File: src/design/hist_pkg.sv
`default_nettype none

package hist_pkg;

    // time bin code and bin count per pixel
    localparam int BIN_W = 4;
    localparam int BIN_NUM = 1 << BIN_W;

    // frame geometry
    localparam int PIXEL_NUM = 4;
    localparam int EVENTS_PER_PIXEL = 2;
    localparam int ACQ_NUM = 3;

    // counter widths inside the builder
    localparam int PIX_W = 2;
    localparam int EV_W = 1;
    localparam int ACQ_W = 2;

    // histogram word and memory shape
    localparam int COUNT_W = 8;
    // bank bit, pixel, bin
    localparam int ADDR_W = 1 + PIX_W + BIN_W;
    localparam int MEM_DEPTH = 1 << ADDR_W;

    // one photon event, bin code only
    typedef struct packed {
        logic [BIN_W-1:0] bin;
    } event_t;

    typedef enum logic {
        MEM_READ  = 1'b0,
        MEM_WRITE = 1'b1
    } mem_op_e;

    // memory client request, 16 bits
    typedef struct packed {
        mem_op_e            op;
        logic [ADDR_W-1:0]  addr;
        logic [COUNT_W-1:0] wdata;
    } mem_req_t;

    // peak record, 15 bits
    typedef struct packed {
        logic               bank;
        logic [PIX_W-1:0]   pixel;
        logic [BIN_W-1:0]   bin;
        logic [COUNT_W-1:0] count;
    } peak_t;

    typedef enum logic [2:0] {
        B_IDLE,
        B_READ,
        B_WRITE,
        B_ACK,
        B_WAIT_BANK
    } build_state_e;

    typedef enum logic [2:0] {
        S_IDLE,
        S_READ,
        S_CLEAR,
        S_REPORT,
        S_WAIT_DROP
    } scan_state_e;

endpackage

`default_nettype wire

File: src/design/hist_ram.sv
`timescale 1ns/1ns
`default_nettype none

module hist_ram import hist_pkg::*; (
    input  logic               clk,
    input  logic [ADDR_W-1:0]  addr,
    input  logic               we,
    input  logic [COUNT_W-1:0] wdata,
    output logic [COUNT_W-1:0] rdata
);

    // two banks of PIXEL_NUM x BIN_NUM counts
    logic [COUNT_W-1:0] mem [MEM_DEPTH];

    // write lands in the addressed cycle
    always_ff @(posedge clk) begin
        if (we) begin
            mem[addr] <= wdata;
        end
    end

    // registered read, old word on a same-address write
    always_ff @(posedge clk) begin
        rdata <= mem[addr];
    end

endmodule

`default_nettype wire

File: src/design/hist_arbiter.sv
`timescale 1ns/1ns
`default_nettype none

module hist_arbiter import hist_pkg::*; (
    input  logic               clk,
    input  logic               res,
    // builder side
    input  logic               bld_req,
    input  mem_req_t           bld_mreq,
    output logic               bld_ack,
    // readout side
    input  logic               rd_req,
    input  mem_req_t           rd_mreq,
    output logic               rd_ack,
    // read data back to whichever client holds ack
    output logic [COUNT_W-1:0] rdata,
    // memory port
    output logic [ADDR_W-1:0]  ram_addr,
    output logic               ram_we,
    output logic [COUNT_W-1:0] ram_wdata,
    input  logic [COUNT_W-1:0] ram_rdata
);

    typedef enum logic [1:0] {
        A_IDLE,
        A_MEM,
        A_WAIT,
        A_ACK
    } arb_state_e;

    arb_state_e state;
    // client in service and the one served last (1 is readout)
    logic       sel_rd;
    logic       grant_rd;
    mem_req_t   cur;

    // readout wins alone, or on a tie when the builder went last
    assign grant_rd = rd_req && (!bld_req || !sel_rd);

    // port follows the selected client
    assign cur       = sel_rd ? rd_mreq : bld_mreq;
    assign ram_addr  = cur.addr;
    assign ram_wdata = cur.wdata;
    // strobe only in the single access cycle
    assign ram_we    = (state == A_MEM) && (cur.op == MEM_WRITE);

    always_ff @(posedge clk or negedge res) begin
        if (!res) begin
            state   <= A_IDLE;
            sel_rd  <= 1'b0;
            bld_ack <= 1'b0;
            rd_ack  <= 1'b0;
        end else begin
            case (state)
                A_IDLE: begin
                    if (bld_req || rd_req) begin
                        sel_rd <= grant_rd;
                        state  <= A_MEM;
                    end
                end
                // address went out, read word appears next edge
                A_MEM: state <= A_WAIT;
                A_WAIT: begin
                    if (sel_rd) begin
                        rd_ack <= 1'b1;
                    end else begin
                        bld_ack <= 1'b1;
                    end
                    state <= A_ACK;
                end
                // hold ack until the served client lets go
                A_ACK: begin
                    if (sel_rd ? !rd_req : !bld_req) begin
                        rd_ack  <= 1'b0;
                        bld_ack <= 1'b0;
                        state   <= A_IDLE;
                    end
                end
                default: state <= A_IDLE;
            endcase
        end
    end

    // capture read word, held while ack is up
    always_ff @(posedge clk) begin
        if (state == A_WAIT) begin
            rdata <= ram_rdata;
        end
    end

endmodule

`default_nettype wire

File: src/design/hist_builder.sv
`timescale 1ns/1ns
`default_nettype none

module hist_builder import hist_pkg::*; (
    input  logic               clk,
    input  logic               res,
    // event link
    input  logic               ev_req,
    input  event_t             ev,
    output logic               ev_ack,
    // memory client
    output logic               mem_req,
    output mem_req_t           mreq,
    input  logic               mem_ack,
    input  logic [COUNT_W-1:0] mem_rdata,
    // bank hand-off
    output logic               frame_done,
    output logic               fill_bank,
    input  logic               scan_busy
);

    build_state_e       state;
    // position inside the frame
    logic [EV_W-1:0]    ev_cnt;
    logic [PIX_W-1:0]   pix_cnt;
    logic [ACQ_W-1:0]   acq_cnt;
    // count read back for the current event
    logic [COUNT_W-1:0] count_q;
    // start-up sweep of both banks
    logic               init;
    logic [ADDR_W-1:0]  clr_addr;
    logic               last_ev;
    logic               last_pix;
    logic               last_acq;
    logic               frame_end;

    assign last_ev   = (ev_cnt == EV_W'(EVENTS_PER_PIXEL - 1));
    assign last_pix  = (pix_cnt == PIX_W'(PIXEL_NUM - 1));
    assign last_acq  = (acq_cnt == ACQ_W'(ACQ_NUM - 1));
    assign frame_end = last_ev && last_pix && last_acq;

    // bin address from bank, pixel and event code
    always_comb begin
        mreq.op    = (state == B_WRITE) ? MEM_WRITE : MEM_READ;
        mreq.addr  = init ? clr_addr : {fill_bank, pix_cnt, ev.bin};
        mreq.wdata = init ? '0 : count_q + COUNT_W'(1);
    end

    always_ff @(posedge clk or negedge res) begin
        if (!res) begin
            state      <= B_IDLE;
            ev_ack     <= 1'b0;
            mem_req    <= 1'b0;
            frame_done <= 1'b0;
            fill_bank  <= 1'b0;
            ev_cnt     <= '0;
            pix_cnt    <= '0;
            acq_cnt    <= '0;
            count_q    <= '0;
            init       <= 1'b1;
            clr_addr   <= '0;
        end else begin
            // single-cycle strobe
            frame_done <= 1'b0;
            case (state)
                B_IDLE: begin
                    if (init) begin
                        state <= B_WRITE;
                    end else if (ev_req) begin
                        state <= B_READ;
                    end
                end
                // fetch current count
                B_READ: begin
                    if (!mem_req && !mem_ack) begin
                        mem_req <= 1'b1;
                    end else if (mem_req && mem_ack) begin
                        mem_req <= 1'b0;
                        count_q <= mem_rdata;
                        state   <= B_WRITE;
                    end
                end
                // count + 1, or zero during the sweep
                B_WRITE: begin
                    if (!mem_req && !mem_ack) begin
                        mem_req <= 1'b1;
                    end else if (mem_req && mem_ack) begin
                        mem_req <= 1'b0;
                        if (!init) begin
                            state <= B_ACK;
                        end else begin
                            clr_addr <= clr_addr + ADDR_W'(1);
                            if (&clr_addr) begin
                                init  <= 1'b0;
                                state <= B_IDLE;
                            end
                        end
                    end
                end
                B_ACK: begin
                    if (!ev_ack) begin
                        // event first, then pixel, then acquisition
                        if (last_ev) begin
                            ev_cnt <= '0;
                            if (last_pix) begin
                                pix_cnt <= '0;
                                acq_cnt <= last_acq ? '0 : acq_cnt + ACQ_W'(1);
                            end else begin
                                pix_cnt <= pix_cnt + PIX_W'(1);
                            end
                        end else begin
                            ev_cnt <= ev_cnt + EV_W'(1);
                        end
                        if (!frame_end) begin
                            ev_ack <= 1'b1;
                        end else if (scan_busy) begin
                            // other bank still under scan
                            state <= B_WAIT_BANK;
                        end else begin
                            frame_done <= 1'b1;
                            fill_bank  <= ~fill_bank;
                            ev_ack     <= 1'b1;
                        end
                    end else if (!ev_req) begin
                        ev_ack <= 1'b0;
                        state  <= B_IDLE;
                    end
                end
                B_WAIT_BANK: begin
                    if (!scan_busy) begin
                        frame_done <= 1'b1;
                        fill_bank  <= ~fill_bank;
                        ev_ack     <= 1'b1;
                        state      <= B_ACK;
                    end
                end
                default: state <= B_IDLE;
            endcase
        end
    end

endmodule

`default_nettype wire

File: src/design/hist_readout.sv
`timescale 1ns/1ns
`default_nettype none

module hist_readout import hist_pkg::*; (
    input  logic               clk,
    input  logic               res,
    // bank hand-off
    input  logic               fill_bank,
    input  logic               frame_done,
    output logic               scan_busy,
    // memory client
    output logic               mem_req,
    output mem_req_t           mreq,
    input  logic               mem_ack,
    input  logic [COUNT_W-1:0] mem_rdata,
    // peak link
    output logic               peak_req,
    output peak_t              peak,
    input  logic               peak_ack
);

    scan_state_e        state;
    // scan cursor
    logic               bank;
    logic [PIX_W-1:0]   pix;
    logic [BIN_W-1:0]   bin;
    // running maximum of the pixel
    logic [BIN_W-1:0]   best_bin;
    logic [COUNT_W-1:0] best_cnt;
    logic               last_bin;
    logic               clear_done;

    assign last_bin   = (bin == BIN_W'(BIN_NUM - 1));
    // zero write of the pixel's final bin acknowledged
    assign clear_done = (state == S_CLEAR) && mem_req && mem_ack && last_bin;

    // read the bin, then write zero back to it
    always_comb begin
        mreq.op    = (state == S_CLEAR) ? MEM_WRITE : MEM_READ;
        mreq.addr  = {bank, pix, bin};
        mreq.wdata = '0;
    end

    always_ff @(posedge clk or negedge res) begin
        if (!res) begin
            state     <= S_IDLE;
            scan_busy <= 1'b0;
            mem_req   <= 1'b0;
            peak_req  <= 1'b0;
            bank      <= 1'b0;
            pix       <= '0;
            bin       <= '0;
            best_bin  <= '0;
            best_cnt  <= '0;
        end else begin
            case (state)
                S_IDLE: begin
                    if (frame_done) begin
                        // fill_bank already flipped, scan the other one
                        bank      <= ~fill_bank;
                        pix       <= '0;
                        bin       <= '0;
                        best_bin  <= '0;
                        best_cnt  <= '0;
                        scan_busy <= 1'b1;
                        state     <= S_READ;
                    end
                end
                S_READ: begin
                    if (!mem_req && !mem_ack) begin
                        mem_req <= 1'b1;
                    end else if (mem_req && mem_ack) begin
                        mem_req <= 1'b0;
                        // strictly greater keeps the lower bin on ties
                        if (mem_rdata > best_cnt) begin
                            best_cnt <= mem_rdata;
                            best_bin <= bin;
                        end
                        state <= S_CLEAR;
                    end
                end
                S_CLEAR: begin
                    if (!mem_req && !mem_ack) begin
                        mem_req <= 1'b1;
                    end else if (mem_req && mem_ack) begin
                        mem_req <= 1'b0;
                        if (last_bin) begin
                            peak_req <= 1'b1;
                            state    <= S_REPORT;
                        end else begin
                            bin   <= bin + BIN_W'(1);
                            state <= S_READ;
                        end
                    end
                end
                S_REPORT: begin
                    if (peak_ack) begin
                        peak_req <= 1'b0;
                        state    <= S_WAIT_DROP;
                    end
                end
                // four-phase return, then next pixel or done
                S_WAIT_DROP: begin
                    if (!peak_ack) begin
                        if (pix == PIX_W'(PIXEL_NUM - 1)) begin
                            scan_busy <= 1'b0;
                            state     <= S_IDLE;
                        end else begin
                            pix      <= pix + PIX_W'(1);
                            bin      <= '0;
                            best_bin <= '0;
                            best_cnt <= '0;
                            state    <= S_READ;
                        end
                    end
                end
                default: state <= S_IDLE;
            endcase
        end
    end

    // record loaded once per pixel, stable through the handshake
    always_ff @(posedge clk) begin
        if (clear_done) begin
            peak <= '{bank: bank, pixel: pix, bin: best_bin, count: best_cnt};
        end
    end

endmodule

`default_nettype wire

File: src/design/hist_top.sv
`timescale 1ns/1ns
`default_nettype none

module hist_top import hist_pkg::*; (
    input  logic   clk,
    input  logic   res,
    // event link
    input  logic   ev_req,
    input  event_t ev,
    output logic   ev_ack,
    // peak link
    output logic   peak_req,
    output peak_t  peak,
    input  logic   peak_ack
);

    // memory clients
    logic               bld_req;
    logic               bld_ack;
    mem_req_t           bld_mreq;
    logic               rd_req;
    logic               rd_ack;
    mem_req_t           rd_mreq;
    logic [COUNT_W-1:0] rdata;
    // memory port
    logic [ADDR_W-1:0]  ram_addr;
    logic               ram_we;
    logic [COUNT_W-1:0] ram_wdata;
    logic [COUNT_W-1:0] ram_rdata;
    // bank hand-off
    logic               frame_done;
    logic               fill_bank;
    logic               scan_busy;

    hist_builder u_builder (
        .clk        (clk),
        .res        (res),
        .ev_req     (ev_req),
        .ev         (ev),
        .ev_ack     (ev_ack),
        .mem_req    (bld_req),
        .mreq       (bld_mreq),
        .mem_ack    (bld_ack),
        .mem_rdata  (rdata),
        .frame_done (frame_done),
        .fill_bank  (fill_bank),
        .scan_busy  (scan_busy)
    );

    hist_readout u_readout (
        .clk        (clk),
        .res        (res),
        .fill_bank  (fill_bank),
        .frame_done (frame_done),
        .scan_busy  (scan_busy),
        .mem_req    (rd_req),
        .mreq       (rd_mreq),
        .mem_ack    (rd_ack),
        .mem_rdata  (rdata),
        .peak_req   (peak_req),
        .peak       (peak),
        .peak_ack   (peak_ack)
    );

    hist_arbiter u_arbiter (
        .clk        (clk),
        .res        (res),
        .bld_req    (bld_req),
        .bld_mreq   (bld_mreq),
        .bld_ack    (bld_ack),
        .rd_req     (rd_req),
        .rd_mreq    (rd_mreq),
        .rd_ack     (rd_ack),
        .rdata      (rdata),
        .ram_addr   (ram_addr),
        .ram_we     (ram_we),
        .ram_wdata  (ram_wdata),
        .ram_rdata  (ram_rdata)
    );

    hist_ram u_ram (
        .clk   (clk),
        .addr  (ram_addr),
        .we    (ram_we),
        .wdata (ram_wdata),
        .rdata (ram_rdata)
    );

endmodule

`default_nettype wire

File: config.mk
export PLATFORM = sky130hd
export DESIGN_NAME = hist_top
export DESIGN_NICKNAME = d
export VERILOG_FILES = /design/src/design/hist_pkg.sv /design/src/design/hist_ram.sv /design/src/design/hist_arbiter.sv /design/src/design/hist_builder.sv /design/src/design/hist_readout.sv /design/src/design/hist_top.sv
export SDC_FILE = /design/constraint.sdc
export NUM_CORES = 1
export LEC_CHECK = 0
export BUFFER_PORTS_ARGS = -buffer_cell sky130_fd_sc_hd__buf_4
export CAP_MARGIN = 20
export CORE_ASPECT_RATIO = 2
export CORE_MARGIN = 2
export CORE_UTILIZATION = 35
export CTS_BUF_LIST = sky130_fd_sc_hd__clkbuf_4
export DETAILED_ROUTE_END_ITERATION = 16
export SLEW_MARGIN = 5
export SYNTH_ARGS = -nofsm -noshare
export SYNTH_HDL_FRONTEND = slang
export SYNTH_SLANG_ARGS = --single-unit
File: constraint.sdc
create_clock -name clk -period 6.7 [get_ports clk]
set_input_delay 0.67 -clock clk [delete_from_list [all_inputs] [get_ports clk]]
set_output_delay 0.67 -clock clk [all_outputs]
set_load 0.02 [all_outputs]
Yosys cells after proc, flatten, opt, wreduce, memory -nomap -nowiden. Memories as Yosys holds them, arrays and structs flattened. A register that Yosys moved wholly into a read port is not among the register bits. Index checks and enable logic that the tools add are counted.

Flip-flop bits (word level): 81. RAM bits: 1024. Output and inout bits: 17. Logic and storage cells: 231. Memories: 1.

Memories: u_ram.mem (depth 128, bits a word 8, rd ports 1, clocked after memory_dff 1, write ports 1, line hist_ram.sv:13) `logic [COUNT_W-1:0] mem [MEM_DEPTH];`.

Add/subtract/negate cells: 7. Magnitude comparators: 1. Equality and inequality tests: 43. Muxes and demuxes: 93. Bitwise logic cells: 3. Reductions and logical operators: 54.

Operators by type and width (number): 3-bit two-way mux (20); 8-bit two-way mux (7); 4-bit two-way mux (9); 1-bit two-way mux (33); 3-bit case mux with 5 select lines (2); 2-bit inequality test, second input constant (14); 7-bit AND reduction (4); 4-bit case mux with 3 select lines (2); 8-bit case mux with 3 select lines (1); 2-bit by 1-bit inequality test with 1-bit output, second input constant (9); 3-bit AND reduction (6); 16-bit two-way mux (1); 2-bit two-way mux (8); 4-bit AND reduction (4); 1-bit case mux with 2 select lines (7); 2-bit AND reduction (7); 3-bit by 2-bit == test with 1-bit output, second input constant (4); 2-bit nonzero test (6); 1-bit logical AND (11); 2-bit == test, second input constant (5); 10-bit AND reduction (1); 8-bit by 1-bit adder with 8-bit output, second input constant (1); 8-bit greater-than comparator (1); 2-bit case mux with 4 select lines (1); other kinds (21) (37).

Depth between registers and ports, before layout. Gate-level depths: netlist of run 1.

Depth in word-level cells: 6. Mapped depth: 13. Mapped depth without buffers: 10.

Modules after synthesis. A second synthesis of run 1 with hierarchy kept.

Cell total of the unflattened synthesis: 2870. Area, all modules: 44853.0 µm².

By module, submodules not included: hist_ram (times used 1, cells an instance 2475, area an instance 40435.0 µm², seq. area each 30909.6 µm²); hist_readout (times used 1, cells an instance 189, area an instance 2065.7 µm², seq. area each 1076.0 µm²); hist_builder (times used 1, cells an instance 149, area an instance 1590.3 µm², seq. area each 701.9 µm²); hist_arbiter (times used 1, cells an instance 57, area an instance 762.0 µm², seq. area each 365.4 µm²).

Worst setup path after synthesis of run 1. Ideal clock, no wire load.

Path type: register to register. From: reg u_arbiter.sel_rd. To: mem u_ram.mem[0][7] (data pin). Data arrival time: 4.186 ns. Setup slack: 1.716 ns. Cell stages (with the launch flop): 7. Buffers on the path: 3. Period minus slack after synthesis: 4.984 ns. Cells stage by stage: dfrtp_1 > buf_2 > buf_2 > buf_1 > inv_1 > nand2_1 > nor2_1.

Longest elaborated chain between the ends: 1.

RTL lines: start, declared (line hist_arbiter.sv:33) `logic sel_rd;`; start signal, assigned (line hist_arbiter.sv:57) `sel_rd <= grant_rd;`; 16-bit two-way mux (line hist_arbiter.sv:41) `assign cur = sel_rd ? rd_mreq : bld_mreq;`; net ram_wdata[7] (line hist_top.sv:28) `logic [COUNT_W-1:0] ram_wdata;`; end, declared (line hist_ram.sv:13).

The timed path passes the listed nets, and every way through them passes these cells.

Final worst setup path of run 1.
From: reg u_builder.init. To: reg u_ram.rdata[7], read port of u_ram.mem.

Longest elaborated chain between the ends: 2.

RTL lines: start, declared (line hist_builder.sv:30) `logic init;`; start signal, assigned (line hist_builder.sv:60) `init <= 1'b1;`; start signal, assigned (line hist_builder.sv:94) `init <= 1'b0;`; 7-bit two-way mux (line hist_builder.sv:45) `mreq.addr = init ? clr_addr : {fill_bank, pix_cnt, ev.bin};`; 16-bit two-way mux (line hist_arbiter.sv:41); end, declared (line hist_ram.sv:9) `output logic [COUNT_W-1:0] rdata`.

No other way between the ends. A chain may end at the register's enable or synchronous reset.

==> results of run 1 <==
final cells by class:
cell class,instances,area (um^2),share of cell area
clock inverters,87,561.8,0.01127
multi-input cells,1599,10540,0.2114
flip-flops and latches,1113,33050,0.6631
diodes,2,5.005,0.0001004
inverters,26,97.59,0.001958
repair buffers,133,1134,0.02274
well taps,1674,2095,0.04202
clock buffers,315,2365,0.04744
critical path: stages, from the launching register on:
cell       delay (ns)
dfstp_2          0.70
mux2_2           0.30
o21a_4           0.68
buf_4            0.48
nor3_2           0.08
buf_4            0.34
a22o_1           0.32
a221oi_1         0.24
o211ai_1         0.43
a222oi_1         0.78
clkbuf_4         0.35
a2111oi_2        0.07
through the flow:
stage	util	hold WS, ns	cell area (um^2)	total power, mW	setup slack, ns
2_1_floorplan	-	0.3744	44380	12.75	1.716
3_3_place_gp	0.3724	0.4316	46810	16.00	1.719
3_5_place_dp	0.3726	0.4298	46840	16.06	1.913
4_1_cts	0.3962	0.1463	49800	21.07	1.946
5_1_grt	0.3966	0.2042	49850	21.84	1.674
6_report	0.3966	0.1943	49850	21.27	1.701
where the power goes:
part	internal [mW]	total (mW)	switching, mW
combinational	1.95	7.60	5.65
clock	2.47	5.07	2.60
sequential	8.39	8.60	0.201
total	12.8	21.3	8.44
final timing paths:
| kind | from | end | slack (ns) | cells past startpoint |
|---|---|---|---|---|
| min in group clk | ev_req | u_builder.ev_ack$_DFFE_PN0P_ | 0.41 | 4 |
| hold / removal | res | u_arbiter.bld_ack$_DFFE_PN0P_ | 0.19 | 2 |
| hold reg to reg | u_readout.best_bin[2]$_DFFE_PN0P_ | u_readout.peak[10]$_DFFE_PP_ | 0.44 | 0 |
| max in group asynchronous | res | u_builder.count_q[0]$_DFFE_PN0P_ | 5.94 | 2 |
| setup / recovery | u_builder.init$_DFFE_PN1P_ | u_ram.rdata[7]$_DFF_P_ | 1.70 | 11 |
| setup reg to reg | u_builder.init$_DFFE_PN1P_ | u_ram.rdata[7]$_DFF_P_ | 1.70 | 11 |
cells in the final DEF (no fill, tap or decap), types with 9 or more instances in the layout:
master	n
o22ai_1	17
nand3_1	26
a22o_1	15
nor2_1	178
a221oi_1	80
dfrtp_1	57
clkinv_2	9
a31oi_1	60
ha_1	21
mux2_2	55
o21a_1	11
edfxtp_1	1047
buf_4	117
a21oi_1	178
nor2_4	11
nor2b_1	10
a211oi_1	41
buf_12	9
clkinv_1	65
a22oi_1	63
nand2_1	310
nor3_1	21
o2bb2ai_1	31
a221o_1	21
inv_1	26
clkbuf_4	316
mux4_2	15
mux2i_1	122
o211ai_1	13
o21ai_0	133
flip-flops by register name, summed over array words and instances (netlist names), 3 cells and up:
signal,flops
u_builder.state,3
u_readout.bin,4
u_arbiter.rdata,8
u_ram.mem,1024
u_builder.count_q,8
u_readout.peak,15
u_readout.best_bin,4
u_readout.best_cnt,8
u_readout.state,3
u_ram.rdata,8
u_builder.clr_addr,7
kinds of logic after synthesis:
kind of cell	count (synthesis)	share of synthesized area
flip-flops	1113	0.7448
AO/OA/AOI/OAI	756	0.1158
AND/OR/NAND/NOR	611	0.05794
buffers and inverters	198	0.02233
multiplexers	196	0.05027
adder cells (fa/ha/maj)	21	0.005921
XOR/XNOR	15	0.002961
cells in the mapped netlist, drive strengths merged (10+ instances only):
master      n
edfxtp   1047
nand2     311
nor2      191
a21oi     178
o21ai     144
buf       130
mux2i     122
a221oi     83
a22oi      63
a31oi      60
mux2       59
dfrtp      57
clkbuf     42
a211oi     41
nor3       32
o2bb2ai    31
inv        26
nand3      26
a221o      21
ha         21
o22ai      17
o21a       16
a22o       15
mux4       15
o211ai     13
a2111oi    10
nor2b      10
timing repair:
action / in CTS / in global routing
resized for setup: 0 / 0
buffers inserted: 0 / 0
hold buffers: 3 / 0
endpoints found under the setup margin: 0 / 0
hold endpoints to repair: 64 / 0
per-layer routing:
layer / routed length, um / track usage / share of wire
met5: 17 / 0 / 0.00011
met4: 15930 / 0.2143 / 0.11
met3: 12320 / 0.04688 / 0.082
met2: 75600 / 0.3996 / 0.51
met1: 45600 / 0.2225 / 0.31
==> results_dict.tcl, run 1 <==
set metrics [dict create \
    fmax_mhz 200.1 \
    design.die.area_um2 129800 \
    yosys.area.top_type "edfxtp_1" \
    cts_made_buffers 216 \
    netlist.area_leader.share 0.7085 \
    vdd.ir_drop.worst_v 0.0002457 \
    num-nets-final 3118 \
    ant_nets 0 \
    syn_avg_cell_area_um2 15.25 \
    core_area_um2 125700 \
    cts_tree "done" \
    p_per_area_nw_per_um2 426.6 \
    grt_max_degree 129 \
    place_inst 4539 \
    avgViaCountPerCell 5.766 \
    ys_ff_latch 1113 \
    dpl.hpwl_um 93700 \
    initial_utilization 0.3530 \
    layout-drive-gt1-share 0.1790 \
    rsz0062_at_grt "no" \
    setup_viol 0 \
    firstDrtPassIters 6 \
    clock_sinks 1113 \
    cap_violations 0 \
    num-fill-cells 11770 \
    io_pins 25 \
    synth_nets 2939 \
    cp.arrival_ns 5.93 \
    grt_overflow 0 \
    cts_root_buffer "clkbuf_4" \
    run_status "completed" \
    synth_cell_types 78 \
    ys_warn_count 0 \
    postSynth.asyncResetShare 0.05211 \
    final.setup_skew_ns 0.06912 \
    crit_type "reg2reg" \
    cp-end-kind "flip-flop" \
    antenna_found_initial 2 \
    critPathLaunchType "flip-flop" \
    leakagePower_nw 16.30 \
    wl_per_cell_um 30.20 \
    cp_max_fo 39 \
    synth_edf_count 1047 \
    die_w_um 255.8 \
    netlist_area_um2 44380 \
    vias 28530 \
    post-route-period-util 0.7461 \
    clockBufferDepth 3 \
    rows 184 \
    drc 0 \
    syn2layout_area_growth_pct 12.33 \
    synthCells 2910 \
    tightestPinTransition_ns 1.242 \
    slew_headroom 0.1687 \
    fin_crit_ns 4.999 \
    grt_usage 0.2276 \
    clkTransAtPathRegs_ns 0.08 \
    slew_violations 0 \
    grt_pass1_vias 28910 \
    wirelength_um 149500 \
    synth-main-ff-cell "edfxtp_1" \
    clkLatencyLatePin_ns 1.11 \
    hold_viol_final 0 \
    crit_required_ns 7.63 \
    routabilityCongestion 0.9473 \
    drtIter0Drc 3213 \
    grt_pass1_wl_um 210200 \
    final_cells 4949 \
    setup-tns-final_ns 0 \
    synth-seq-area-share 0.7448 \
    chipHeight_um 507.6 \
    io_buffer_count 24 \
    synth_area_leaders "edfxtp_1 (71%), dfrtp_1 (3.2%), mux2i_1 (2.8%)" \
    hold_class "in2async" \
    htreeDepth 4 \
]
No activity file was read; power rests on OpenSTA's default activity.
==> run 2, diff against run 1 <==
==> constraint.sdc (replaced) <==
create_clock -name clk -period 4.23 [get_ports clk]
set_input_delay 0.423 -clock clk [delete_from_list [all_inputs] [get_ports clk]]
set_output_delay 0.423 -clock clk [all_outputs]
set_load 0.02 [all_outputs]
==> results_dict.tcl, run 2 (synthesis gave the netlist of run 1 again) <==
set metrics [dict create \
    num-nets-final 3385 \
    core_area_um2 125700 \
    clock_sinks 1113 \
    drc 0 \
    clkPwrFrac 0.226 \
    violations "negative setup slack" \
    chipHeight_um 507.6 \
    crit_top_cell "buf_4" \
    cp.arrival_ns 5.30 \
    cp_slowest_cell "a211oi_1" \
    slowest_delay_ns 0.91 \
    cp_top_family "buffers and inverters" \
    slew_headroom 0.1387 \
    cap_violations 0 \
    fmax_mhz 232.7 \
    rows 184 \
    setup_viol 1 \
    largest_register "u_ram.mem" \
    tightestPinTransition_ns 1.289 \
    critPathLaunchType "flip-flop" \
    crit_type "reg2reg" \
    fin_util 0.4138 \
    grt_pass1_vias 30220 \
    grt_max_degree 129 \
    clkLatencyLatePin_ns 1.10 \
    setup-tns-final_ns -0.06680 \
    cp-end-kind "flip-flop" \
    wl_per_cell_um 30.04 \
    drtIter0Drc 3263 \
    cp_max_fo 19 \
    num-fill-cells 11600 \
    swShare 0.3973 \
    crit_chain "buf_4, o21ai_4, buf_12, buf_4, nor3_4, buf_4, a221oi_1, a211oi_1, nor3_1, buf_4, nor4_1" \
    seqPwrFrac 0.390 \
    grt_overflow 0 \
    die_w_um 255.8 \
    largest_reg_flops 1024 \
    htreeDepth 4 \
    design.die.area_um2 129800 \
    rsz0062_at_grt "no" \
    final_cell_mix "edfxtp_1 (1047), buf_4 (353), clkbuf_4 (328)" \
    routabilityCongestion 0.9534 \
    layout-drive-gt1-share 0.2423 \
    cts_tree "done" \
    grt_pass1_wl_um 219300 \
    comb_power_share 0.383 \
    cts_root_buffer "clkbuf_4" \
    grt_usage 0.2382 \
    reg_top3 "u_ram.mem x1024, u_readout.peak x15" \
    crit_required_ns 5.23 \
    wirelength_um 156400 \
    critPathBufInv 5 \
    antenna_found_initial 3 \
    hold_class "in2reg" \
    clockBufferDepth 3 \
    io_pins 25 \
    p_per_area_nw_per_um2 672.6 \
    vias 29560 \
    layout_setup_ws_ns -0.06680 \
    p_switching_mw 13.90 \
    cts_made_buffers 224 \
    syn2layout_area_growth_pct 17.21 \
    avgViaCountPerCell 5.677 \
    clkTransAtPathRegs_ns 0.09 \
    firstDrtPassIters 8 \
    run_status "finished, violations left" \
    hold_viol_final 0 \
    layout_commonest_cell "edfxtp_1" \
    fin_crit_ns 4.297 \
    ant_nets 0 \
    io_buffer_count 24 \
    vdd.ir_drop.worst_v 0.0004742 \
    leakagePower_nw 17.74 \
    dpl.hpwl_um 103100 \
    initial_utilization 0.3530 \
    post-route-period-util 1.016 \
    slew_violations 0 \
    p_total_mw 34.98 \
    final.setup_skew_ns 0.06236 \
    internal_power_mw 21.08 \
]
-- run 2: timing repair --
item | 4_1_cts | 5_1_grt
hold buffers | 5 | 0
setup buffers | 0 | 2
endpoints found under the setup margin | 1 | 2
endpoints found under the hold margin | 70 | 0
pin swaps | 0 | 1
resized for setup | 1 | 1
-- run 2: final timing paths --
path,cells after the start,to,slack [ns],start
max,11,u_ram.rdata[0]$_DFF_P_,-0.07,u_arbiter.sel_rd$_DFFE_PN0P_
min,3,u_readout.state[2]$_DFFE_PN0P_,0.17,peak_ack
max reg2reg,11,u_ram.rdata[0]$_DFF_P_,-0.07,u_arbiter.sel_rd$_DFFE_PN0P_
min reg2reg,0,u_readout.peak[8]$_DFFE_PP_,0.44,u_readout.best_bin[0]$_DFFE_PN0P_
max in group asynchronous,4,u_builder.count_q[1]$_DFFE_PN0P_,3.48,res
min in group asynchronous,3,u_builder.init$_DFFE_PN1P_,0.42,res
-- run 2: area by class of cell --
class	count	area, um^2	area share
antenna	4	10.01	0.0001924
clock buffer	327	2455	0.04720
clock inverter	72	402.9	0.007746
inverter	26	97.59	0.001876
multi-input combinational	1599	10520	0.2023
sequential	1113	33050	0.6355
tap	1674	2095	0.04027
timing repair buffer	392	3377	0.06493
-- run 2: power groups by stage --
stage	Sequential (mW)	Clock, mW	Combinational (mW)
2_1_floorplan	13.8	0	6.39
3_3_place_gp	13.9	0	12.9
3_5_place_dp	13.9	0	13.0
4_1_cts	13.6	8.05	13.0
5_1_grt	13.7	8.50	13.7
6_report	13.7	7.92	13.4
-- run 2: worst reg2reg max path, delay by kind of cell, from the launching register on --
| kind | cells | cell delay (ns) |
|---|---|---|
| buffers and inverters | 5 | 1.33 |
| AO/OA/AOI/OAI | 3 | 1.25 |
| AND/OR/NAND/NOR | 3 | 0.91 |
| flip-flops | 1 | 0.74 |
-- run 2: layer usage --
metal / track usage / wire, um / up-vias
li1: - / - / 12480
met1: 0.2368 / 48990 / 14820
met2: 0.4269 / 81100 / 1679
met3: 0.04189 / 10910 / 579
met4: 0.2076 / 15420 / 2
met5: 0 / 8 / -
-- run 2: through the flow --
step / area, um^2 / hold slack (ns) / setup slack [ns] / std cells
floorplan: 44380 / 0.1274 / -0.7545 / 2910
global placement: 49020 / 0.4322 / -0.04212 / 4795
detailed placement: 49030 / 0.4299 / -0.1490 / 4796
CTS: 51960 / 0.09107 / 0.03530 / 5200
global route: 52010 / 0.1497 / 0.006901 / 5205
finish: 52010 / 0.1734 / -0.06680 / 5207
